### config.mk
export PLATFORM = sky130hd
export DESIGN_NAME = axil_req_stage
export DESIGN_NICKNAME = d
export VERILOG_FILES = /design/src/rtl/harness_pkg.sv /design/src/rtl/axil_req_stage.sv
export VERILOG_INCLUDE_DIRS = /design/src /design/src/rtl
export SDC_FILE = /design/constraint.sdc
export NUM_CORES = 1
export LEC_CHECK = 0
export BUFFER_PORTS_ARGS = -buffer_cell sky130_fd_sc_hd__clkbuf_2
export CAP_MARGIN = 20
export CORE_AREA = 3 3 68 70
export DETAILED_ROUTE_END_ITERATION = 16
export DIE_AREA = 0 0 71 73
export GPL_TIMING_DRIVEN = 0
export PLACE_DENSITY = 0.74
export SLEW_MARGIN = 20
export SYNTH_ARGS = -nofsm -noshare
export SYNTH_HDL_FRONTEND = slang
export SYNTH_SLANG_ARGS = --single-unit
### constraint.sdc
create_clock -name clk_i -period 3 [get_ports clk_i]
set_input_delay 0.15 -clock clk_i [delete_from_list [all_inputs] [get_ports clk_i]]
set_output_delay 0.15 -clock clk_i [all_outputs]
set_load 0.1 [all_outputs]
### src/rtl/harness_config.svh
// Address map and sizing of the memory harness
// ROM and DRAM windows are word aligned and must not overlap
// HARNESS_RESP_DEPTH also bounds the number of outstanding requests
`ifndef HARNESS_CONFIG_SVH
`define HARNESS_CONFIG_SVH

// ----------------------------------------------------------------------
// Bus widths
// ----------------------------------------------------------------------
`define HARNESS_ADDR_W      32
`define HARNESS_DATA_W      32

// ----------------------------------------------------------------------
// Address map
// ----------------------------------------------------------------------
`define HARNESS_ROM_BASE    32'h0001_0000
`define HARNESS_ROM_WORDS   64
`define HARNESS_DRAM_BASE   32'h8000_0000
`define HARNESS_DRAM_WORDS  256

// Upper half of every ROM word
`define HARNESS_ROM_TAG     16'hB007

`define HARNESS_RESP_DEPTH  4

`endif
### src/rtl/harness_pkg.sv
// Shared types of the memory harness
// word_idx_t is sized for the larger of the two regions
`include "harness_config.svh"

package harness_pkg;

  typedef logic [`HARNESS_ADDR_W-1:0]   addr_t;
  typedef logic [`HARNESS_DATA_W-1:0]   data_t;
  typedef logic [`HARNESS_DATA_W/8-1:0] strb_t;

  typedef logic [$clog2((`HARNESS_DRAM_WORDS > `HARNESS_ROM_WORDS) ?
                        `HARNESS_DRAM_WORDS : `HARNESS_ROM_WORDS)-1:0] word_idx_t;

  // Outstanding request and queue occupancy, 0 up to the queue depth
  typedef logic [$clog2(`HARNESS_RESP_DEPTH+1)-1:0] count_t;

  typedef enum logic [1:0] {
    REGION_ROM,
    REGION_DRAM,
    REGION_NONE
  } region_e;

  // AXI response codes, EXOKAY unused
  typedef enum logic [1:0] {
    RESP_OKAY   = 2'd0,
    RESP_SLVERR = 2'd2,
    RESP_DECERR = 2'd3
  } resp_e;

endpackage

### src/rtl/axil_req_stage.sv
// AXI4-Lite request acceptance
// A write needs AW and W valid in the same cycle; writes win over reads
// At most HARNESS_RESP_DEPTH requests are in flight
`timescale 1ns/1ps
`include "harness_config.svh"

module axil_req_stage (
  input  logic                clk_i,
  input  logic                ndmreset_n,
  // Write address and data
  input  logic                awvalid_i,
  input  harness_pkg::addr_t  awaddr_i,
  input  logic                wvalid_i,
  input  harness_pkg::data_t  wdata_i,
  input  harness_pkg::strb_t  wstrb_i,
  output logic                awready_o,
  output logic                wready_o,
  // Read address
  input  logic                arvalid_i,
  input  harness_pkg::addr_t  araddr_i,
  output logic                arready_o,
  // Credit return from the response queue
  input  logic                pop_i,
  // Request stream to the decoder
  output logic                req_valid_o,
  output logic                req_write_o,
  output harness_pkg::addr_t  req_addr_o,
  output harness_pkg::data_t  req_wdata_o,
  output harness_pkg::strb_t  req_strb_o
);

  import harness_pkg::*;

  count_t outstanding_q;
  logic   has_credit;
  logic   wr_offer;
  logic   wr_go;
  logic   rd_go;
  logic   accept;

  assign has_credit = (outstanding_q != count_t'(`HARNESS_RESP_DEPTH));
  assign wr_offer   = awvalid_i & wvalid_i;

  // Write first, read only when no complete write is offered
  assign wr_go  = wr_offer & has_credit;
  assign rd_go  = arvalid_i & ~wr_offer & has_credit;
  assign accept = wr_go | rd_go;

  assign awready_o = wr_go;
  assign wready_o  = wr_go;
  assign arready_o = rd_go;

  assign req_valid_o = accept;
  assign req_write_o = wr_go;
  assign req_addr_o  = wr_go ? awaddr_i : araddr_i;
  assign req_wdata_o = wdata_i;
  assign req_strb_o  = wr_go ? wstrb_i : '0;

  // ----------------------------------------------------------------------
  // Outstanding credits
  // ----------------------------------------------------------------------
  always_ff @(posedge clk_i or negedge ndmreset_n) begin
    if (!ndmreset_n) begin
      outstanding_q <= '0;
    end else begin
      case ({accept, pop_i})
        2'b10:   outstanding_q <= outstanding_q + 1'b1;
        2'b01:   outstanding_q <= outstanding_q - 1'b1;
        default: outstanding_q <= outstanding_q;
      endcase
    end
  end

endmodule

After elaboration in Yosys (flattened, before gate mapping)
Cells that the tools add are included.
{"block": "op_classes", "addsub": 2, "eq_ne": 3, "muxes": 3, "n_bitwise": 6, "reduce_logical": 1}
{"operator": "$mux W32", "n": 1}
{"operator": "$pmux W3 S2", "n": 1}
{"operator": "$and A1 B1 Y1", "n": 4}
{"operator": "$mux W4", "n": 1}
{"operator": "$add A3 B1 Y3 const B", "n": 1}
{"operator": "$ne A3 B3 Y1 const B", "n": 1}
{"operator": "$sub A3 B1 Y3 const B", "n": 1}
{"operator": "$eq A2 B1 Y1 const B", "n": 1}
{"operator": "$eq A2 B2 Y1 const B", "n": 1}
{"operator": "$reduce_bool A2 Y1", "n": 1}
{"operator": "$not A1 Y1", "n": 1}
{"operator": "$or A1 B1 Y1", "n": 1}
{"block": "word_totals", "regBits": 3, "inputBits": 106, "output_inout_bits": 73, "wordCells": 16}

Depth between registers and ports, before layout
{"block": "logic_depth", "word_depth": 7, "mapped_depth": 11, "ltp_nobuf": 9}

Least setup slack after synthesis
OpenSTA, ideal clock, no wires.
{"block": "synth_timing", "kind": "reg-to-reg", "from": "register outstanding_q[0]", "to": "register outstanding_q[2]", "arrival_ps": 2401, "path_slack_ps": 520, "stages_incl_launch_ff": 12, "period_less_slack_ps": 2480, "cell_sequence": "dfrtp_1 > or3b_4 > and3_4 > buf_6 > buf_6 > a21oi_1 > ha_1 > inv_1 > fa_1 > xor2_1 > nor2_1 > xor2_1"}
{"block": "synth_via", "elab_chain_len": 5, "elab_cells_between_ends": 10, "classes_between": "add/sub: 2; eq/ne: 3; mux: 1; bitwise: 3; reduce/logical: 1"}
{"item": "start, declared", "line": "axil_req_stage.sv:34", "rtl": "count_t outstanding_q;"}
{"item": "start signal, assigned", "line": "axil_req_stage.sv:67", "rtl": "2'b10: outstanding_q <= outstanding_q + 1'b1;"}
{"item": "start signal, assigned", "line": "axil_req_stage.sv:68", "rtl": "2'b01: outstanding_q <= outstanding_q - 1'b1;"}
{"item": "start signal, assigned", "line": "axil_req_stage.sv:69", "rtl": "default: outstanding_q <= outstanding_q;"}
{"item": "$ne A3 B3 Y1 (*)", "line": "axil_req_stage.sv:41", "rtl": "assign has_credit = (outstanding_q != count_t'(`HARNESS_RESP_DEPTH));"}
{"item": "$and A1 B1 Y1 (*)", "line": "axil_req_stage.sv:45", "rtl": "assign wr_go = wr_offer & has_credit;"}
{"item": "named net awready_o", "line": "axil_req_stage.sv:16", "rtl": "output logic awready_o,"}
{"item": "$or A1 B1 Y1 (*)", "line": "axil_req_stage.sv:47", "rtl": "assign accept = wr_go | rd_go;"}
{"item": "$eq A2 B1 Y1 / $eq A2 B2 Y1 (equally long branches)", "line": "axil_req_stage.sv:66", "rtl": "case ({accept, pop_i})"}
{"item": "$pmux W3 S2 / $reduce_bool A2 Y1 (equally long branches)"}
Mark *: on every way through the listed nets, which the timed path passes. The rest lies on a longest branch.
A chain may end at the register's enable or synchronous reset.

Worst setup path after layout
{"block": "layout_timing", "from": "register outstanding_q[0]", "to": "register outstanding_q[2]"}
{"block": "layout_via", "elab_chain_len": 5, "elab_cells_between_ends": 10, "classes_between": "add/sub: 2; eq/ne: 3; mux: 1; bitwise: 3; reduce/logical: 1"}
{"item": "$ne A3 B3 Y1", "line": "axil_req_stage.sv:41"}
{"item": "$and A1 B1 Y1 (on tied branches)", "line": "axil_req_stage.sv:45, axil_req_stage.sv:46"}
{"item": "$or A1 B1 Y1", "line": "axil_req_stage.sv:47"}
{"item": "$eq A2 B1 Y1 / $eq A2 B2 Y1 (equally long branches)", "line": "axil_req_stage.sv:66"}
{"item": "$pmux W3 S2 / $reduce_bool A2 Y1 (equally long branches)"}
Several ways; a longest one is shown, not always the timed one.

==> metrics.md <==
| Metric | Value |
|---|---|
| Post_cts resized | `0` |
| Die Area | `5180 µm²` |
| Post-synth EDFFs | `0` |
| PwrDens | `726 nW/µm²` |
| Launch point of the worst path | `outstanding_q[0]` |
| Initial antenna violation count | `0` |
| Die width | `71 µm` |
| Unrepaired setup endpoints after global routing | `false` |
| 1st-iter DRT viols | `10` |
| Number of I/O port buffers | `146` |
| Critical path class | `flip-flop to flip-flop` |
| RD Place Congestion | `0.722` |
| # setup viols final | `0` |
| Top post-synthesis cells by area | `mux2_2 (37%), buf_4 (29%), dfrtp_1 (8.5%), mux2_4 (5.1%), and2_1 (2.8%)` |
| Post-route setup TNS | `0 ps` |
| Largest net degree at the start of global routing | `13` |
| Peak Freq | `393 MHz` |
| Yosys warning total | `0` |
| Leak Pwr | `1.07 nW` |
| Worst vdd ir | `0.288 mV` |
| Fin Clk Skew | `3.99 ps` |
| GRT Total Usage | `0.120` |
| CTS tree | `yes` |
| Area grow syn2layout | `95.6%` |
| RR Endpoint | `outstanding_q[2]` |
| Crit end category | `flip-flop` |
| Drt first pass iters | `2` |
| DR vias/cell | `4.13` |
| Final antenna-violating net count | `0` |
| Async set-or-reset flop fraction in the synthesized netlist | `1.00` |
| Max_cap viols | `0` |
| Vias in the first global route | `1198` |
| CORE AREA | `4030 µm²` |
| DIE HEIGHT | `73 µm` |
| Final Hold Vio Count | `0` |
| Worst-skew pair later-pin latency | `220 ps` |
| Reg2Reg Depth | `11` |
| Gr ovfl total | `0` |
| Sequential area share after synthesis | `0.0846` |
| Non-filler cells in the finished layout | `294` |
| Synth Net Count | `201` |
| Biggest regs | `outstanding_q (3)` |
| Critical path capture point | `outstanding_q[2]` |
| CTS Buf Count | `3` |
| Top cell type by total area after synthesis | `mux2_2` |
| Routed vias | `1215` |
| Tcrit/Tclk final | `0.849` |
| Post-synthesis area per instance | `9.54 µm²` |
| Min Tclk post-route | `2550 ps` |
| Critical Path Fanout Max | `12` |
| Post-layout util | `0.431` |
| Post-DP HPWL | `3220 µm` |
| Yosys top cell area share | `0.368` |
| Placed insts | `289` |
| Critical Path AT | `2690 ps` |
| Worst hold path type | `primary input to async pin` |
| Commonest cells post-synth | `buf_4 (34), mux2_2 (29), and2_1 (4)` |
| Biggest register | `outstanding_q` |
| First-pass GRT wire length | `5090 µm` |
| Max-slew violation count | `0` |
| Outcome | `finished, final reports clean` |
| H-tree levels | `1` |
| Worst EP required | `3140 ps` |
| N_diodes | `0` |
| Max FFs per register | `3` |
| Row count | `23` |
| CTS max path bufs | `2` |
| Clock transition at the registers of the reported paths | `30 ps` |
| Remaining DRCs | `0` |
| NumNets Final | `353` |
| Post-Syn Area | `887 µm²` |
| Post-Synthesis Cells | `93` |
| Share of cells above drive strength 1 | `0.906` |
| Drt total wl | `3440 µm` |
| Unique cell type count in the Yosys netlist | `19` |
| Clock root cell | `clkbuf_8` |
| Drt wl/cell | `11.7 µm` |
| Clock sink count | `3` |
| Ys flop type | `dfrtp_1` |
| Cell with the most instances after synthesis | `buf_4` |
| Worst-Margin Slew | `555 ps` |
| Fill cells | `408` |
| Launching element type of the critical path | `flip-flop` |
| I/O Pins | `179` |
| Max-slew headroom | `0.632` |
| Synth Register Bits | `3` |
| Flop2flop setup slack | `450 ps` |
| Starting Density | `0.220` |
| FF-to-FF Start | `outstanding_q[0]` |
[cell usage in the layout, fill, tap and decap left out, drive strengths merged]
master	n
xor2	2
buf	38
nand2	1
fa	1
dlygate4sd3	1
clkbuf	150
and2	4
a21oi	2
ha	1
mux2	32
xnor2	1
or3b	1
mux2i	1
a21o	1
and3	1
dfrtp	3
inv	3
nor2	1
[metal layers]
layer	GRT usage	share of wire	up-vias
met4	0.0376	0.011	0
met1	0.115	0.31	535
met5	0	0	-
li1	-	-	580
met2	0.248	0.55	96
met3	0.0248	0.13	4
[metrics by stage]
step	total power, mW	area (µm²)	worst slack (ps)	hold WS [ps]
final	1.26	1740	453	272
after global routing	1.31	1740	245	279
after CTS	1.27	1740	437	276
after detailed placement	1.15	1680	457	-53.3
after global placement	1.14	1680	474	-53.7
after floorplan	0.995	887	520	-146
[report_power, final]
group | switching [mW] | internal, mW | leakage [nW]
combinational | 0.819 | 0.243 | 1.01
clock | 0.0276 | 0.0907 | 0.0228
sequential | 0.0154 | 0.0636 | 0.0350
[worst min path at each step]
stage	slack, ps	endpoint	startpoint
floorplan	-150	outstanding_q[0]	ndmreset_n
detailed placement	-50	outstanding_q[1]	ndmreset_n
finish	270	outstanding_q[1]	ndmreset_n
global route	280	outstanding_q[0]	ndmreset_n
CTS	280	outstanding_q[1]	ndmreset_n
global placement	-50	outstanding_q[2]	ndmreset_n
[cells by family after synthesis]
family | synth area share
adder cells (fa/ha/maj) | 0.0367
buffers and inverters | 0.337
AO/OA/AOI/OAI | 0.0197
AND/OR/NAND/NOR | 0.0620
flip-flops | 0.0846
multiplexers | 0.430
XOR/XNOR | 0.0296
[worst max-delay path, stage by stage, from the launching register on]
cell and delay [ps]:
dfrtp_1 400, or3b_4 400, and3_4 200, buf_6 140
buf_6 150, a21oi_1 130, ha_1 200, inv_1 60
fa_1 370, xor2_1 150, nor2_1 110, xor2_1 140
[cell type report]
type,count,area (µm²),area share
Buffer,38,288,0.166
Clock buffer,4,45.0,0.0260
Multi-Input combinational cell,49,513,0.296
Sequential cell,3,75.1,0.0433
Timing Repair Buffer,147,741,0.427
Inverter,3,11.3,0.00649
Tap cell,50,62.6,0.0360
[timing repair]
action                                  4_1_cts  5_1_grt
endpoints found under the setup margin        0        0
buffers inserted                              0        0
endpoints found under the hold margin         3        0
hold buffers                                  1        0
Note: power is estimated with default switching activity, not from simulation.
