### src/rtl/harness_config.svh
// Address map and sizing of the memory harness
// ROM and DRAM windows are word aligned and must not overlap
// HARNESS_RESP_DEPTH also bounds the number of outstanding requests
`ifndef HARNESS_CONFIG_SVH
`define HARNESS_CONFIG_SVH

// ----------------------------------------------------------------------
// Bus widths
// ----------------------------------------------------------------------
`define HARNESS_ADDR_W      32
`define HARNESS_DATA_W      32

// ----------------------------------------------------------------------
// Address map
// ----------------------------------------------------------------------
`define HARNESS_ROM_BASE    32'h0001_0000
`define HARNESS_ROM_WORDS   64
`define HARNESS_DRAM_BASE   32'h8000_0000
`define HARNESS_DRAM_WORDS  256

// Upper half of every ROM word
`define HARNESS_ROM_TAG     16'hB007

`define HARNESS_RESP_DEPTH  4

`endif
### src/rtl/harness_pkg.sv
// Shared types of the memory harness
// word_idx_t is sized for the larger of the two regions
`include "harness_config.svh"

package harness_pkg;

  typedef logic [`HARNESS_ADDR_W-1:0]   addr_t;
  typedef logic [`HARNESS_DATA_W-1:0]   data_t;
  typedef logic [`HARNESS_DATA_W/8-1:0] strb_t;

  typedef logic [$clog2((`HARNESS_DRAM_WORDS > `HARNESS_ROM_WORDS) ?
                        `HARNESS_DRAM_WORDS : `HARNESS_ROM_WORDS)-1:0] word_idx_t;

  // Outstanding request and queue occupancy, 0 up to the queue depth
  typedef logic [$clog2(`HARNESS_RESP_DEPTH+1)-1:0] count_t;

  typedef enum logic [1:0] {
    REGION_ROM,
    REGION_DRAM,
    REGION_NONE
  } region_e;

  // AXI response codes, EXOKAY unused
  typedef enum logic [1:0] {
    RESP_OKAY   = 2'd0,
    RESP_SLVERR = 2'd2,
    RESP_DECERR = 2'd3
  } resp_e;

endpackage

### src/rtl/axil_resp_stage.sv
// In-order response queue feeding the B and R channels
// No full check here, the request stage credits keep it from overflowing
`timescale 1ns/1ps
`include "harness_config.svh"

module axil_resp_stage (
  input  logic                clk_i,
  input  logic                ndmreset_n,
  input  logic                acc_valid_i,
  input  logic                acc_write_i,
  input  harness_pkg::resp_e  acc_resp_i,
  input  harness_pkg::data_t  acc_rdata_i,
  output logic                bvalid_o,
  output harness_pkg::resp_e  bresp_o,
  input  logic                bready_i,
  output logic                rvalid_o,
  output harness_pkg::resp_e  rresp_o,
  output harness_pkg::data_t  rdata_o,
  input  logic                rready_i,
  output logic                pop_o
);

  import harness_pkg::*;

  localparam int unsigned depth = `HARNESS_RESP_DEPTH;
  localparam int unsigned ptr_w = (depth > 1) ? $clog2(depth) : 1;

  logic              write_q [depth];
  resp_e             resp_q  [depth];
  data_t             data_q  [depth];
  logic [ptr_w-1:0]  wr_ptr_q;
  logic [ptr_w-1:0]  rd_ptr_q;
  count_t            count_q;
  logic              not_empty;

  assign not_empty = (count_q != '0);

  // Head entry selects its channel
  assign bvalid_o = not_empty & write_q[rd_ptr_q];
  assign rvalid_o = not_empty & ~write_q[rd_ptr_q];
  assign bresp_o  = resp_q[rd_ptr_q];
  assign rresp_o  = resp_q[rd_ptr_q];
  assign rdata_o  = data_q[rd_ptr_q];
  assign pop_o    = (bvalid_o & bready_i) | (rvalid_o & rready_i);

  always_ff @(posedge clk_i) begin
    if (acc_valid_i) begin
      write_q[wr_ptr_q] <= acc_write_i;
      resp_q[wr_ptr_q]  <= acc_resp_i;
      data_q[wr_ptr_q]  <= acc_rdata_i;
    end
  end

  always_ff @(posedge clk_i or negedge ndmreset_n) begin
    if (!ndmreset_n) begin
      wr_ptr_q <= '0;
      rd_ptr_q <= '0;
      count_q  <= '0;
    end else begin
      if (acc_valid_i) begin
        wr_ptr_q <= (wr_ptr_q == ptr_w'(depth - 1)) ? '0 : wr_ptr_q + 1'b1;
      end
      if (pop_o) begin
        rd_ptr_q <= (rd_ptr_q == ptr_w'(depth - 1)) ? '0 : rd_ptr_q + 1'b1;
      end
      case ({acc_valid_i, pop_o})
        2'b10:   count_q <= count_q + 1'b1;
        2'b01:   count_q <= count_q - 1'b1;
        default: count_q <= count_q;
      endcase
    end
  end

endmodule

### config.mk
export PLATFORM = sky130hd
export DESIGN_NAME = axil_resp_stage
export DESIGN_NICKNAME = d
export VERILOG_FILES = /design/src/rtl/harness_pkg.sv /design/src/rtl/axil_resp_stage.sv
export VERILOG_INCLUDE_DIRS = /design/src /design/src/rtl
export SDC_FILE = /design/constraint.sdc
export NUM_CORES = 1
export LEC_CHECK = 0
export BUFFER_PORTS_ARGS = -buffer_cell sky130_fd_sc_hd__buf_2
export CELL_PAD_IN_SITES_DETAIL_PLACEMENT = 0
export CELL_PAD_IN_SITES_GLOBAL_PLACEMENT = 1
export CORE_ASPECT_RATIO = 1.1
export CORE_MARGIN = 10
export CORE_UTILIZATION = 45
export CTS_CLUSTER_SIZE = 30
export DETAILED_ROUTE_END_ITERATION = 6
export PLACE_DENSITY = 0.74
export RECOVER_POWER = 50
export SETUP_SLACK_MARGIN = 0.4
export SYNTH_ARGS = -nofsm -noshare
export SYNTH_HDL_FRONTEND = slang
export SYNTH_SLANG_ARGS = --single-unit
### constraint.sdc
create_clock -name clk_i -period 2.44 [get_ports clk_i]
set_input_delay 0.488 -clock clk_i [delete_from_list [all_inputs] [get_ports clk_i]]
set_output_delay 0.488 -clock clk_i [all_outputs]
set_load 0.05 [all_outputs]
-- Yosys cells after proc, flatten, opt, wreduce, memory -nomap -nowiden
Memory sizes are Yosys's and may differ from the RTL's.
Cells that the tools add are included.
- register bits: 7
- bits in writable memories: 140
- bits of input ports: 40
- output and inout port bits: 39
- word-level logic and storage cells: 27
- memories kept: 3
- memory list (memory ; depth ; width ; read ports ; clocked after Yosys merged registers in ; write ports ; line ; source):
    data_q ; 4 ; 32 ; 1 ; 0 ; 1 ; axil_resp_stage.sv:30 ; data_t data_q [depth];
    resp_q ; 4 ; 2 ; 1 ; 0 ; 1 ; axil_resp_stage.sv:29 ; resp_e resp_q [depth];
    write_q ; 4 ; 1 ; 1 ; 0 ; 1 ; axil_resp_stage.sv:28 ; logic write_q [depth];
- add/sub/neg operators: 4
- eq/ne operators: 4
- mux-type cells: 5
- bitwise gates (word level): 6
- reductions and logical operators: 2
- operator list (cell ; count):
    equality test 2 bit, second input constant ; 3
    one-hot mux 3 bit (2 select lines) ; 1
    adder 2 x 1 -> 2 bit, second input constant ; 2
    AND 1 bit ; 4
    2-to-1 mux 2 bit ; 2
    adder 3 x 1 -> 3 bit, second input constant ; 1
    nonzero test 3 bit ; 1
    subtractor 3 x 1 -> 3 bit, second input constant ; 1
    equality test 2 x 1 -> 1 bit, second input constant ; 1
    2-to-1 mux 1 bit ; 2
    nonzero test 2 bit ; 1
    inverter 1 bit ; 1
    OR 1 bit ; 1

-- Depth between registers and ports, before layout
An unclocked memory read counts as a cell.
- word-level depth: 7
- mapped depth: 9
- gate-level depth less buffers: 8

-- Worst setup path before layout
Ideal clock, no wire load.
- path type: register to register
- start: register rd_ptr_q[0]
- end: register count_q[2]
- library setup time: 0.079 ns
- arrival time: 2.588 ns
- required time: 2.361 ns
- slack: -0.227 ns
- stages on the path, launching flop included: 10
- path buffers: 1
- period minus slack after synthesis: 2.667 ns
- cells stage by stage: dfrtp_1 buf_6 mux4_2 mux2i_4 ha_1 inv_1 fa_1 xor2_1 nor2_1 xor2_1
- longest elaborated chain between the ends: 7
- elaborated cells on any way between the ends: 11
- classes of those cells: eq/ne (2); mux (1); bitwise (6); reduce/logical (1); memory (1)
- RTL lines (what ; line ; source):
    start, declared ; axil_resp_stage.sv:32 ; logic [ptr_w-1:0] rd_ptr_q;
    start signal, assigned ; axil_resp_stage.sv:64 ; rd_ptr_q <= (rd_ptr_q == ptr_w'(depth - 1)) ? '0 : rd_ptr_q + 1'b1;
    memory read (4 x 1 bit) * ; -- ;
    inverter 1 bit ; axil_resp_stage.sv:40 ; assign rvalid_o = not_empty & ~write_q[rd_ptr_q];
    AND 1 bit ; axil_resp_stage.sv:40 ;
    AND 1 bit ; axil_resp_stage.sv:44 ; assign pop_o = (bvalid_o & bready_i) | (rvalid_o & rready_i);
    OR 1 bit * ; axil_resp_stage.sv:44 ;
    named net pop_o ; axil_resp_stage.sv:20 ; output logic pop_o
    equality test 2 x 1 -> 1 bit / equality test 2 bit (equally long branches) ; axil_resp_stage.sv:66 ; case ({acc_valid_i, pop_o})
    one-hot mux 3 bit (2 select lines) / nonzero test 2 bit (equally long branches) ; -- ;
    end signal, assigned ; axil_resp_stage.sv:67 ; 2'b10: count_q <= count_q + 1'b1;
    end signal, assigned ; axil_resp_stage.sv:68 ; 2'b01: count_q <= count_q - 1'b1;
    end signal, assigned ; axil_resp_stage.sv:69 ; default: count_q <= count_q;
    end, declared ; axil_resp_stage.sv:33 ; count_t count_q;
The timed path passes the listed nets; every way through them passes the cells marked *.
A chain may end at the register's enable or synchronous reset.

-- Final worst setup path
- start: register rd_ptr_q[0]
- end: output rdata_o[20]
- longest elaborated chain between the ends: 1
- RTL lines (what ; line ; source):
    memory read (4 x 32 bit) ; -- ;
    end, declared ; axil_resp_stage.sv:18 ; output harness_pkg::data_t rdata_o,
Every way passes these cells.

==> results.md <==
- Clock root buffer: clkbuf_16
- Reg2Reg Depth: 8
- Multiplexer area fraction after synthesis: 15.3%
- R2r endpoint: count_q[2]
- DR iter-0 viols: about 190
- Die height: about 140 um
- WL/cell: roughly 21 um
- Cell Rows: 42
- Adder-Cell Fraction of Synth Area: under 10%
- Number of flops mapped to enable cells by yosys: 140
- Setup TNS: 0 ns
- GR Overflow Total: 0
- CTS Sinks: around 150
- Post-synthesis compound-gate area fraction: less than 1%
- Vias in the first global route: about 2900
- GRT Overall Usage: between 10 and 15%
- Slew Viols, Final: 0
- Pleak: about 2.4 nW
- Max VDD drop: between 1000 and 1500 uV
- Port bufs: 78
- Crit Path Class: flop to primary output
- TritonCTS Buffers: 17
- Post-DRT Antenna Nets: 0
- CP startpoint: rd_ptr_q[0]
- Count leader, synth: edfxtp_1
- Share of cells above drive strength 1: around 40%
- Clock tree buffer depth: 2
- Unique masters post-synth: 24
- Synth Register Bits: between 100 and 150
- Setup repair after global routing missed its margin: true
- Area share of the largest cell type after synthesis: 76.3%
- Final worst setup slack: about 0.086 ns
- Worst Setup Start Kind: flop
- Tcrit/Tclk final: 96.5%
- Pwr Density: roughly 1500 nW/um^2
- Headroom to the max-slew limit: 22.3%
- # DRC: 0
- Post-synth top cells: edfxtp_1 (140), mux4_2 (35), dfrtp_1 (7)
- Main combinational cell family by area after synthesis: multiplexers
- Clock-pin slew on the worst setup and hold paths: 0.06 ns
- CORE AREA: about 12000 um^2
- Outcome: finished clean
- Worst-Margin Slew: between 1 and 1.5 ns
- DR vias: about 2600
- Setup violators final: 0
- I/O pins: between 70 and 80
- Final min period: 2.35 ns
- HP Class: input pin to flop
- Layout Nets: 387
- Final Non-Filler Cells: 507
- Initial core utilization: 45.8%
- Area contributors post-synth: edfxtp_1 (76%), mux4_2 (14%), dfrtp_1 (3.2%)
- Die Wd: about 130 um
- Full die area: 17100 um^2
- Crit path max fanout: 8
- Post-synth ARST share: under 10%
- Worst-Skew Late Latency: about 0.4 ns
- Vias per inst: ~5
- Dominant synthesized flop cell: edfxtp_1
- Synth Cell Area: around 5500 um^2
- Sequential share of the synthesized area: between 70% and 80%
- N_diodes: 0
- Fin. Hold Viols: 0
- CP endpoint kind: primary output
- Syn. warnings: 0
- Post-layout power: approximately 0.010 W
- 1st-pass router iterations: 4
- CP endpoint: rdata_o[20]
- Fmax: ~0.42 GHz
- Post-synth top area cell: edfxtp_1
- Post-Synth Simple-Gate Area: under 10%
- CTS H-Tree Depth: 4
- Max-Cap Viols: 0
- Syn nets: about 270
- Pre-CTS setup slack: between 0.1 and 0.15 ns
- Fin Clk Skew: about 0.0071 ns
- Fin util: approximately 60%
- Final RePlAce weighted congestion: around 0.74
- Detailed Route WL: about 10000 um
- Post-Syn Instances: around 230
- R2r startpoint: rd_ptr_q[0]
- DP HPWL: 6450 um
- Initial antenna violation count: 1
- Area growth from synthesis to layout: 27.6%
- Arr. time, crit path: 1.87 ns
- CTS tree: done
- Worst EP required: 1.95 ns
- First-pass GRT wire length: roughly 16000 um
- Largest net degree at the start of global routing: 37
- Synth Area in XOR/XNOR: less than 1%
- Worst R2R Setup Slack: between 0.1 and 0.15 ns
- Placed cells: between 400 and 500
- Post-synthesis area per instance: 24.3 um^2
registers in the layout, indices dropped and copies added (netlist names):
register,flops
data_q,128
resp_q,8
write_q,4
count_q,3
rd_ptr_q,2
wr_ptr_q,2
worst min path at each step:
stage                               from      endpoint  slack [ns]  cells after the start
final                      acc_resp_i[1]  resp_q[1][1]        0.34                      1
after CTS                  acc_resp_i[0]  resp_q[3][0]        0.28                      1
after floorplan               ndmreset_n    count_q[0]        0.19                      0
after detailed placement      ndmreset_n    count_q[0]        0.34                      1
after global placement        ndmreset_n    count_q[0]        0.33                      1
after global routing      acc_rdata_i[6]  data_q[3][6]        0.33                      1
placed cells by master (no fill, tap or decap), drive strengths merged, types with 2 or more instances in the layout:
| master | count |
|---|---|
| and2 | 4 |
| buf | 66 |
| bufinv | 2 |
| clkbuf | 57 |
| clkinv | 6 |
| clkinvlp | 3 |
| dfrtp | 7 |
| edfxtp | 140 |
| ha | 6 |
| inv | 7 |
| mux2 | 2 |
| mux2i | 2 |
| mux4 | 35 |
| nor2 | 3 |
| o21ai | 2 |
| o31ai | 2 |
| xor2 | 2 |
critical path: stages (launching register included):
cell and delay, ns:
dfrtp_2 0.40, buf_6 0.11, buf_12 0.11, buf_16 0.14
mux4_2 0.52, buf_8 0.17
through the flow:
step / hold WS, ns / cell area, um^2
global route: 0.334 / 7030
global placement: 0.334 / 6170
finish: 0.340 / 7030
detailed placement: 0.340 / 6170
floorplan: 0.192 / 5520
CTS: 0.277 / 6960
cells by family (layout without fill, tap and decap cells):
logic type      count (synthesis)  in the layout
fa+ha+maj                       7              7
compound gates                  4              4
mux                            39             39
flops                         147            147
buf+inv                        16            142
simple gates                   11             11
xor+xnor                        3              3
final cells by class:
type	instances	area, um^2
Tap cell	154	193
Inverter	6	22.5
Sequential cell	147	4380
Timing Repair Buffer	104	779
Clock buffer	20	437
Fill cell	889	5010
Multi-Input combinational cell	64	1080
Clock inverter	12	133
where the power goes:
group          switching (W)  internal (W)
Combinational        0.00268       0.00169
Clock               0.000948       0.00150
Sequential          0.000134       0.00325
metal layers:
layer / up-vias / wire [um] / GRT usage [%]
met2: 63 / 5470 / 21.4
met4: 2 / 111 / 4.23
met5: - / 13 / 0
met3: 9 / 551 / 5.03
met1: 1333 / 4330 / 14.2
li1: 1180 / - / -
repair_timing:
action | in CTS | in global routing
endpoints found under the setup margin | 41 | 41
endpoints found under the hold margin | 7 | 0
pin swaps | 2 | 0
gates cloned | 2 | 2
hold buffers | 1 | 0
resized for setup | 36 | 21
setup buffers | 5 | 3
(Power assumes the default switching activity.)
