### config.mk
export PLATFORM = sky130hd
export DESIGN_NAME = region_decode_stage
export DESIGN_NICKNAME = d
export VERILOG_FILES = /design/src/rtl/harness_pkg.sv /design/src/rtl/region_decode_stage.sv
export VERILOG_INCLUDE_DIRS = /design/src /design/src/rtl
export SDC_FILE = /design/constraint.sdc
export NUM_CORES = 1
export LEC_CHECK = 0
export BUFFER_PORTS_ARGS = -buffer_cell sky130_fd_sc_hd__buf_2
export CORE_MARGIN = 1
export CORE_UTILIZATION = 28
export CTS_BUF_LIST = sky130_fd_sc_hd__clkbuf_4 sky130_fd_sc_hd__clkbuf_8 sky130_fd_sc_hd__clkbuf_16
export DETAILED_ROUTE_END_ITERATION = 10
export GPL_TIMING_DRIVEN = 0
export PLACE_DENSITY = 0.68
export SLEW_MARGIN = 20
export SYNTH_ARGS = -nofsm -noshare
export SYNTH_HDL_FRONTEND = slang
export SYNTH_SLANG_ARGS = --single-unit
### constraint.sdc
create_clock -name clk_i -period 0.8 [get_ports clk_i]
set_input_delay 0.08 -clock clk_i [delete_from_list [all_inputs] [get_ports clk_i]]
set_output_delay 0.08 -clock clk_i [all_outputs]
set_load 0.02 [all_outputs]
### src/rtl/harness_config.svh
// Address map and sizing of the memory harness
// ROM and DRAM windows are word aligned and must not overlap
// HARNESS_RESP_DEPTH also bounds the number of outstanding requests
`ifndef HARNESS_CONFIG_SVH
`define HARNESS_CONFIG_SVH

// ----------------------------------------------------------------------
// Bus widths
// ----------------------------------------------------------------------
`define HARNESS_ADDR_W      32
`define HARNESS_DATA_W      32

// ----------------------------------------------------------------------
// Address map
// ----------------------------------------------------------------------
`define HARNESS_ROM_BASE    32'h0001_0000
`define HARNESS_ROM_WORDS   64
`define HARNESS_DRAM_BASE   32'h8000_0000
`define HARNESS_DRAM_WORDS  256

// Upper half of every ROM word
`define HARNESS_ROM_TAG     16'hB007

`define HARNESS_RESP_DEPTH  4

`endif
### src/rtl/harness_pkg.sv
// Shared types of the memory harness
// word_idx_t is sized for the larger of the two regions
`include "harness_config.svh"

package harness_pkg;

  typedef logic [`HARNESS_ADDR_W-1:0]   addr_t;
  typedef logic [`HARNESS_DATA_W-1:0]   data_t;
  typedef logic [`HARNESS_DATA_W/8-1:0] strb_t;

  typedef logic [$clog2((`HARNESS_DRAM_WORDS > `HARNESS_ROM_WORDS) ?
                        `HARNESS_DRAM_WORDS : `HARNESS_ROM_WORDS)-1:0] word_idx_t;

  // Outstanding request and queue occupancy, 0 up to the queue depth
  typedef logic [$clog2(`HARNESS_RESP_DEPTH+1)-1:0] count_t;

  typedef enum logic [1:0] {
    REGION_ROM,
    REGION_DRAM,
    REGION_NONE
  } region_e;

  // AXI response codes, EXOKAY unused
  typedef enum logic [1:0] {
    RESP_OKAY   = 2'd0,
    RESP_SLVERR = 2'd2,
    RESP_DECERR = 2'd3
  } resp_e;

endpackage

### src/rtl/region_decode_stage.sv
// Region decode, one register stage
// Sub-word address bits are dropped, accesses are whole words
`timescale 1ns/1ps
`include "harness_config.svh"

module region_decode_stage (
  input  logic                    clk_i,
  input  logic                    ndmreset_n,
  input  logic                    req_valid_i,
  input  logic                    req_write_i,
  input  harness_pkg::addr_t      req_addr_i,
  input  harness_pkg::data_t      req_wdata_i,
  input  harness_pkg::strb_t      req_strb_i,
  output logic                    dec_valid_o,
  output logic                    dec_write_o,
  output harness_pkg::region_e    dec_region_o,
  output harness_pkg::word_idx_t  dec_index_o,
  output harness_pkg::data_t      dec_wdata_o,
  output harness_pkg::strb_t      dec_strb_o
);

  import harness_pkg::*;

  localparam addr_t rom_lo  = `HARNESS_ROM_BASE;
  localparam addr_t rom_hi  = rom_lo + `HARNESS_ROM_WORDS * 4;
  localparam addr_t dram_lo = `HARNESS_DRAM_BASE;
  localparam addr_t dram_hi = dram_lo + `HARNESS_DRAM_WORDS * 4;

  region_e region_d;
  addr_t   offset_d;

  always_comb begin
    if ((req_addr_i >= rom_lo) && (req_addr_i < rom_hi)) begin
      region_d = REGION_ROM;
      offset_d = req_addr_i - rom_lo;
    end else if ((req_addr_i >= dram_lo) && (req_addr_i < dram_hi)) begin
      region_d = REGION_DRAM;
      offset_d = req_addr_i - dram_lo;
    end else begin
      region_d = REGION_NONE;
      offset_d = '0;
    end
  end

  always_ff @(posedge clk_i or negedge ndmreset_n) begin
    if (!ndmreset_n) begin
      dec_valid_o <= 1'b0;
    end else begin
      dec_valid_o <= req_valid_i;
    end
  end

  // Payload follows valid
  always_ff @(posedge clk_i) begin
    dec_write_o  <= req_write_i;
    dec_region_o <= region_d;
    dec_index_o  <= offset_d[$bits(word_idx_t)+1:2];
    dec_wdata_o  <= req_wdata_i;
    dec_strb_o   <= req_strb_i;
  end

endmodule

* Word level (Yosys, flattened, before mapping)
Cells that the tools add are included.
** Operators by class
- $lt $le $gt $ge :: 4
- Reductions and logical operators :: 2
- Add/sub/neg operators :: 2
- Multiplexer cells :: 3
** Operators by type and width (count)
- 32-bit by 17-bit >= comparator with 1-bit output (second input constant) :: 1
- 32-bit >= comparator (second input constant) :: 1
- 32-bit by 17-bit less-than comparator with 1-bit output (second input constant) :: 1
- 32-bit less-than comparator (second input constant) :: 1
- 10-bit 2-to-1 mux :: 2
- 10-bit by 1-bit subtractor with 10-bit output (second input constant) :: 2
- 1-bit logical AND :: 2
- 2-bit 2-to-1 mux :: 1
** Storage, ports and cells
- Input bits :: 72
- Logic and storage cells :: 17
- Output and inout port bits :: 48
- Register bits :: 48

* Logic depth before layout (Yosys ltp)
Gate-level depths: netlist (run 1).
- Depth after elaboration :: 4
- Mapped depth :: 3
- Depth with buffers taken out :: 3

* Worst setup path after synthesis (run 1)
Ideal clock, no wire load.
- Kind :: input to register
- Start point :: input port req_addr_i[25]
- End point :: register dec_region_o[1]
- Library setup time :: 127 ps
- Arrival :: 968 ps
- Cell stages on the path :: 3
- Buffers on the path :: 0
- Required time :: 673 ps
- Slack :: -295 ps
- Cells stage by stage :: nor4_4 > nand3_2 > or3_1
** On the way
- Longest elaborated chain between the ends :: 3
- Elaborated cells between the ends (all ways) :: 7
- Those cells by class :: order compare: 4; mux: 1; reduce/logical: 2
** Ends and longest elaborated chain
- from (decl) :: RTL line region_decode_stage.sv:11 : input harness_pkg::addr_t req_addr_i,
- 32-bit >= comparator or 32-bit less-than comparator (tied branches) :: RTL line region_decode_stage.sv:36 : end else if ((req_addr_i >= dram_lo) && (req_addr_i < dram_hi)) begin
- 1-bit logical AND :: RTL line region_decode_stage.sv:36
- 2-bit 2-to-1 mux :: RTL line region_decode_stage.sv:36
- to (signal assigned) :: RTL line region_decode_stage.sv:56 : dec_region_o <= region_d;
- to (decl) :: RTL line region_decode_stage.sv:16 : output harness_pkg::region_e dec_region_o,
Parallel ways exist; a longest one is shown, timed or not.
A chain may end at the register's enable or synchronous reset.

* Worst setup path after layout (run 1)
- Start point :: register dec_valid_o
- End point :: output port dec_valid_o
** RTL lines
- from (decl) :: RTL line region_decode_stage.sv:14 : output logic dec_valid_o,
- from (signal assigned) :: RTL line region_decode_stage.sv:49 : dec_valid_o <= req_valid_i;
No word-level cell between the ends.

==> results.py, run 1 <==
metrics = {
    "drt": {
        "via_per_inst": 4.13,
        "first_pass_iters": 2,
        "drc_errors": 0,
        "drtAntennaViolNets": 0,
        "drtIter0Drc": 37,
        "wl_mm": 3.69,
        "wl_per_cell_um": 12.5,
        "dr_total_vias": 1223,
    },
    "critical_path": {
        "endpoint_kind": "output port",
        "slowest_delay_ns": 0.38,
        "worstPathMaxFanout": 1,
        "crit_type": "reg2out",
        "start_kind": "flip-flop",
        "crit_arrival_ns": 0.80,
        "crit_slowest_cell": "dfrtp_1",
        "crit_required_ns": 0.72,
        "path_delay_family": "flip-flops",
        "cp.buffers_inverters": 1,
        "crit_chain": "buf_6",
    },
    "synth": {
        "syn_inst": 77,
        "synthMuxAreaShare_pct": 0,
        "syn_nets": 149,
        "synth-adder-area-share_pct": 0,
        "ys_types": 13,
        "synth-compound-area-share_pct": 0,
        "synthXorXnorAreaFrac_pct": 0,
        "yosysWarnings": 0,
        "ys_ff_latch": 48,
        "avgSynthCellArea_sq_um": 14.7,
        "ys_seq_area_share_pct": 85.1,
        "synthSimpleGateAreaFrac_pct": 14.9,
        "synth_top_family_by_area": "simple AND/OR/NAND/NOR gates",
        "synth_area_sq_um": 1130,
    },
    "floorplanning": {
        "dieHeight_um": 65.7,
        "io_pins": 120,
        "die_w_um": 65.7,
        "row_count": 22,
        "initial_core_util_pct": 30.1,
        "die_area_sq_um": 4310,
        "core_region_area_sq_um": 3770,
    },
    "grt": {
        "grtUsageTotal_pct": 17.5,
        "grt_pass1_vias": 1245,
        "grt_pass1_wl_mm": 5.34,
        "overflow": 0,
        "grt_start_max_net_pins": 14,
        "antenna_found_initial": 0,
    },
    "timing": {
        "tightestPinTransition_ns": 0.575,
        "rsz0062_at_grt": "yes",
        "period_minus_slack_ns": 0.885,
        "relSlewSlack_pct": 61.5,
        "setup_viol": 50,
        "fmaxAchievable_ghz": 1.13,
        "period_share_pct": 111,
        "finalHoldViolations": 0,
        "slew_viol_final": 0,
        "setup_ws_ns": -0.0849,
    },
    "placed_design": {
        "dp_hpwl_mm": 2.15,
        "io_buffers": 117,
        "place_ws_ns": -0.479,
        "place_congestion": 0.690,
        "dp_cells": 242,
    },
    "clocking": {
        "cts_buffers": 5,
        "cts_tree": "done",
        "clk_pin_slew_worst_paths_ns": 0.08,
        "cts_sinks": 48,
        "cts-root-buf": "clkbuf_8",
        "clockBufferDepth": 2,
        "htree_num_levels": 2,
    },
    "layout": {
        "drive_above_1_share_pct": 75.8,
        "diodes": 0,
        "fin_cells": 296,
        "syn_to_final_growth_pct": 144,
        "layout_common_cells": "buf_2, buf_6, dfxtp_2",
        "nets": 319,
        "fin_util_pct": 73.5,
        "final_common_cell": "buf_2",
    },
    "worst_hold_path": {
        "hold_path_class": "in2reg",
    },
    "power": {
        "p_leak_nw": 1.24,
        "power_density_nw_per_um2": 1730,
        "ir_worst_vdd_v": 0.000902,
    },
    "run_status": {
        "violations": "negative setup slack",
        "status": "finished, violations left",
    },
    "job": {
        "maxCapViolations": 0,
    },
}
==> logic make-up (layout without fill, tap and decap cells) <==
| family | count (synthesis) | in the layout |
|---|---|---|
| simple gates | 29 | 29 |
| buf+inv | 0 | 171 |
| flops | 48 | 48 |
==> what timing repair did <==
| item | CTS | global route |
|---|---|---|
| pin swaps | 3 | 1 |
| hold buffers | 42 | 0 |
| endpoints found under the hold margin | 42 | 0 |
| resized for setup | 144 | 7 |
| setup endpoints to repair | 49 | 55 |
| setup buffers | 1 | 3 |
| gates cloned | 0 | 0 |
==> routing by layer <==
| layer | share of wire [%] | track usage, % |
|---|---|---|
| met1 | 29 | 12.6 |
| met2 | 60 | 36.7 |
| met3 | 9.0 | 6.42 |
| met4 | 1.9 | 9.78 |
| met5 | 0 | 0 |
==> report_power, final <==
group / internal [mW] / switching (mW) / leakage (nW) / total [mW]
registers: 2.51 / 0.0466 / 0.409 / 2.56
clock network: 0.772 / 0.707 / 0.0523 / 1.48
logic: 0.456 / 0.293 / 0.783 / 0.749
==> cell usage after synthesis <==
library cell	number	area [sq um]
nand3_2	1	10.0
nor3b_1	1	7.51
nor4_4	1	21.3
nor2b_1	1	6.26
nor3_1	8	40.0
nor4b_1	1	8.76
nor4_1	4	25.0
dfxtp_1	47	941
or3_1	1	6.26
nand2_1	9	33.8
nand4_1	1	6.26
dfrtp_1	1	25.0
nor2_1	1	3.75
==> path summary, 6_finish.rpt <==
kind	slack [ns]	from	end	cells after the start
setup / recovery	-0.08	dec_valid_o	dec_valid_o	1
hold / removal	0.01	req_addr_i[2]	dec_index_o[0]	3
max in group asynchronous	0.59	ndmreset_n	dec_valid_o	2
min in group asynchronous	0.12	ndmreset_n	dec_valid_o	2
==> layout make-up <==
cell class	count	area (sq um)
multi-input cells	29	250
clock buffers	8	97.6
repair buffers	163	1340
flip-flops and latches	48	1020
fillers	252	998
well taps	48	60.1
==> state kept, by name, indices dropped and copies added (netlist names) <==
| name | flops |
|---|---|
| dec_region_o | 2 |
| dec_strb_o | 4 |
| dec_index_o | 8 |
| dec_wdata_o | 32 |
| dec_write_o | 1 |
| dec_valid_o | 1 |
==> metrics by stage <==
stage	setup TNS, ns	hold WS, ns	instance area, sq um	power (mW)
after global routing	-2.17	0.0116	2770	5.01
after global placement	-2.70	-0.145	1820	3.00
after detailed placement	-2.71	-0.144	1820	3.02
after floorplan	-0.342	-0.216	1180	2.73
final	-0.681	0.0130	2770	4.79
after CTS	-1.23	0.00182	2720	4.80
No activity file was read; power rests on OpenSTA's default activity.
==> inputs of run 2 (changes only) <==
CORE_UTILIZATION = 33   (was 28)
PLACE_DENSITY = 0.78   (was 0.68)
==> results.py, run 2 (same netlist as run 1, synthesis figures left out) <==
metrics = {
    "grt": {
        "overflow": 0,
        "grt_use_met3_pct": 9.38,
        "antenna_found_initial": 1,
        "grt_pass1_wl_mm": 6.39,
        "busiest_layer": "met2",
        "grtUsageMet2_pct": 47.9,
        "grt_pass1_vias": 1317,
        "met1_usage_pct": 25.5,
        "grtUsageTotal_pct": 26.0,
        "grt_start_max_net_pins": 16,
    },
    "timing": {
        "finalSetupTns_ns": -4.68,
        "fmaxAchievable_ghz": 1.01,
        "setup_viol": 48,
        "finalHoldViolations": 0,
        "period_minus_slack_ns": 0.991,
        "rsz0062_at_grt": "yes",
        "slew_viol_final": 0,
        "relSlewSlack_pct": 78.6,
        "tightestPinTransition_ns": 0.320,
        "period_share_pct": 124,
        "setup_ws_ns": -0.191,
        "hold_ws_ns": 0.0330,
    },
    "drt": {
        "dr_total_vias": 1272,
        "drtAntennaViolNets": 0,
        "drtIter0Drc": 39,
        "wl_per_cell_um": 16.0,
        "drc_errors": 0,
        "via_per_inst": 4.25,
        "wl_mm": 4.78,
        "first_pass_iters": 4,
    },
    "critical_path": {
        "crit_type": "reg2out",
        "crit_slowest_cell": "dfrtp_1",
        "cp.buffers_inverters": 1,
        "start_kind": "flip-flop",
        "crit_chain": "buf_6",
        "crit_arrival_ns": 0.91,
        "path_delay_family": "flip-flops",
        "slowest_delay_ns": 0.42,
        "crit_required_ns": 0.72,
        "worstPathMaxFanout": 1,
        "endpoint_kind": "output port",
    },
    "power": {
        "finalPower_mw": 5.10,
        "power_density_nw_per_um2": 1810,
        "p_leak_nw": 1.27,
        "ir_worst_vdd_v": 0.000913,
    },
    "placed_design": {
        "place_ws_ns": -0.505,
        "io_buffers": 117,
        "dp_hpwl_mm": 2.20,
        "place_congestion": 0.687,
    },
    "layout": {
        "multi_input_area_sq_um": 234,
        "regArea_sq_um": 1020,
        "fin_util_pct": 89.4,
        "regMostFlops": "dec_wdata_o",
        "largest_register_ffs": 32,
        "reg.largest.list": "dec_wdata_o (32), dec_index_o (8), dec_strb_o (4)",
        "layout_common_cells": "buf_2, dlygate4sd3_1, buf_6",
        "syn_to_final_growth_pct": 148,
        "nets": 325,
        "num-fill-cells": 149,
        "drive_above_1_share_pct": 72.8,
        "final_common_cell": "buf_2",
    },
    "worst_hold_path": {
        "hold_depth": 4,
        "min_from": "req_addr_i[16]",
        "hold_path_class": "in2reg",
        "min_to": "dec_index_o[6]",
    },
    "floorplanning": {
        "die_w_um": 60.6,
        "core_region_area_sq_um": 3150,
        "dieHeight_um": 60.6,
        "die_area_sq_um": 3680,
        "row_count": 20,
        "initial_core_util_pct": 36.0,
        "io_pins": 120,
    },
    "clocking": {
        "clk_pin_slew_worst_paths_ns": 0.14,
        "cts-root-buf": "clkbuf_4",
        "cts_sinks": 48,
        "cts_tree": "done",
        "htree_num_levels": 2,
        "clockBufferDepth": 2,
        "cts_buffers": 5,
    },
    "run_status": {
        "violations": "negative setup slack",
        "status": "finished, violations left",
    },
    "job": {
        "maxCapViolations": 0,
    },
}
run 2: report_power, final:
part / total (mW) / switching [mW] / internal [mW]
registers: 2.57 / 0.0591 / 2.51
logic: 0.791 / 0.316 / 0.475
clock network: 1.74 / 0.725 / 1.01
total: 5.10 / 1.10 / 4.00
run 2: area by class of cell:
| class | count | area share (%) |
|---|---|---|
| timing repair buffer | 169 | 49.6 |
| sequential | 48 | 36.4 |
| tap | 44 | 1.95 |
| clock buffer | 6 | 1.60 |
| antenna | 1 | 0.0888 |
| multi-input combinational | 29 | 8.30 |
| clock inverter | 2 | 2.13 |
run 2: timing repair:
item,CTS,global route
setup endpoints to repair,49,52
pin swaps,1,3
resized for setup,142,5
hold buffers,48,0
endpoints found under the hold margin,47,0
setup buffers,1,3
run 2: metal layers:
layer	wire length, um	vias up
li1	-	610
met1	1710	566
met2	2460	86
met3	496	10
met4	113	0
met5	0	-
run 2: worst max-delay path by stage:
| stage | cells after the start | startpoint | slack (ns) | to |
|---|---|---|---|---|
| after floorplan | 3 | req_addr_i[20] | -0.27 | dec_region_o[1] |
| after global placement | 4 | req_addr_i[20] | -0.47 | dec_region_o[1] |
| after detailed placement | 4 | req_addr_i[20] | -0.50 | dec_region_o[1] |
| after CTS | 1 | dec_valid_o | -0.16 | dec_valid_o |
| after global routing | 1 | dec_valid_o | -0.24 | dec_valid_o |
| final | 1 | dec_valid_o | -0.19 | dec_valid_o |
run 2: metrics by stage:
stage                     instances  area, sq um
final                           299         2820
after global routing            299         2820
after CTS                       295         2770
after detailed placement        238         1820
after global placement          238         1820
after floorplan                  77         1180
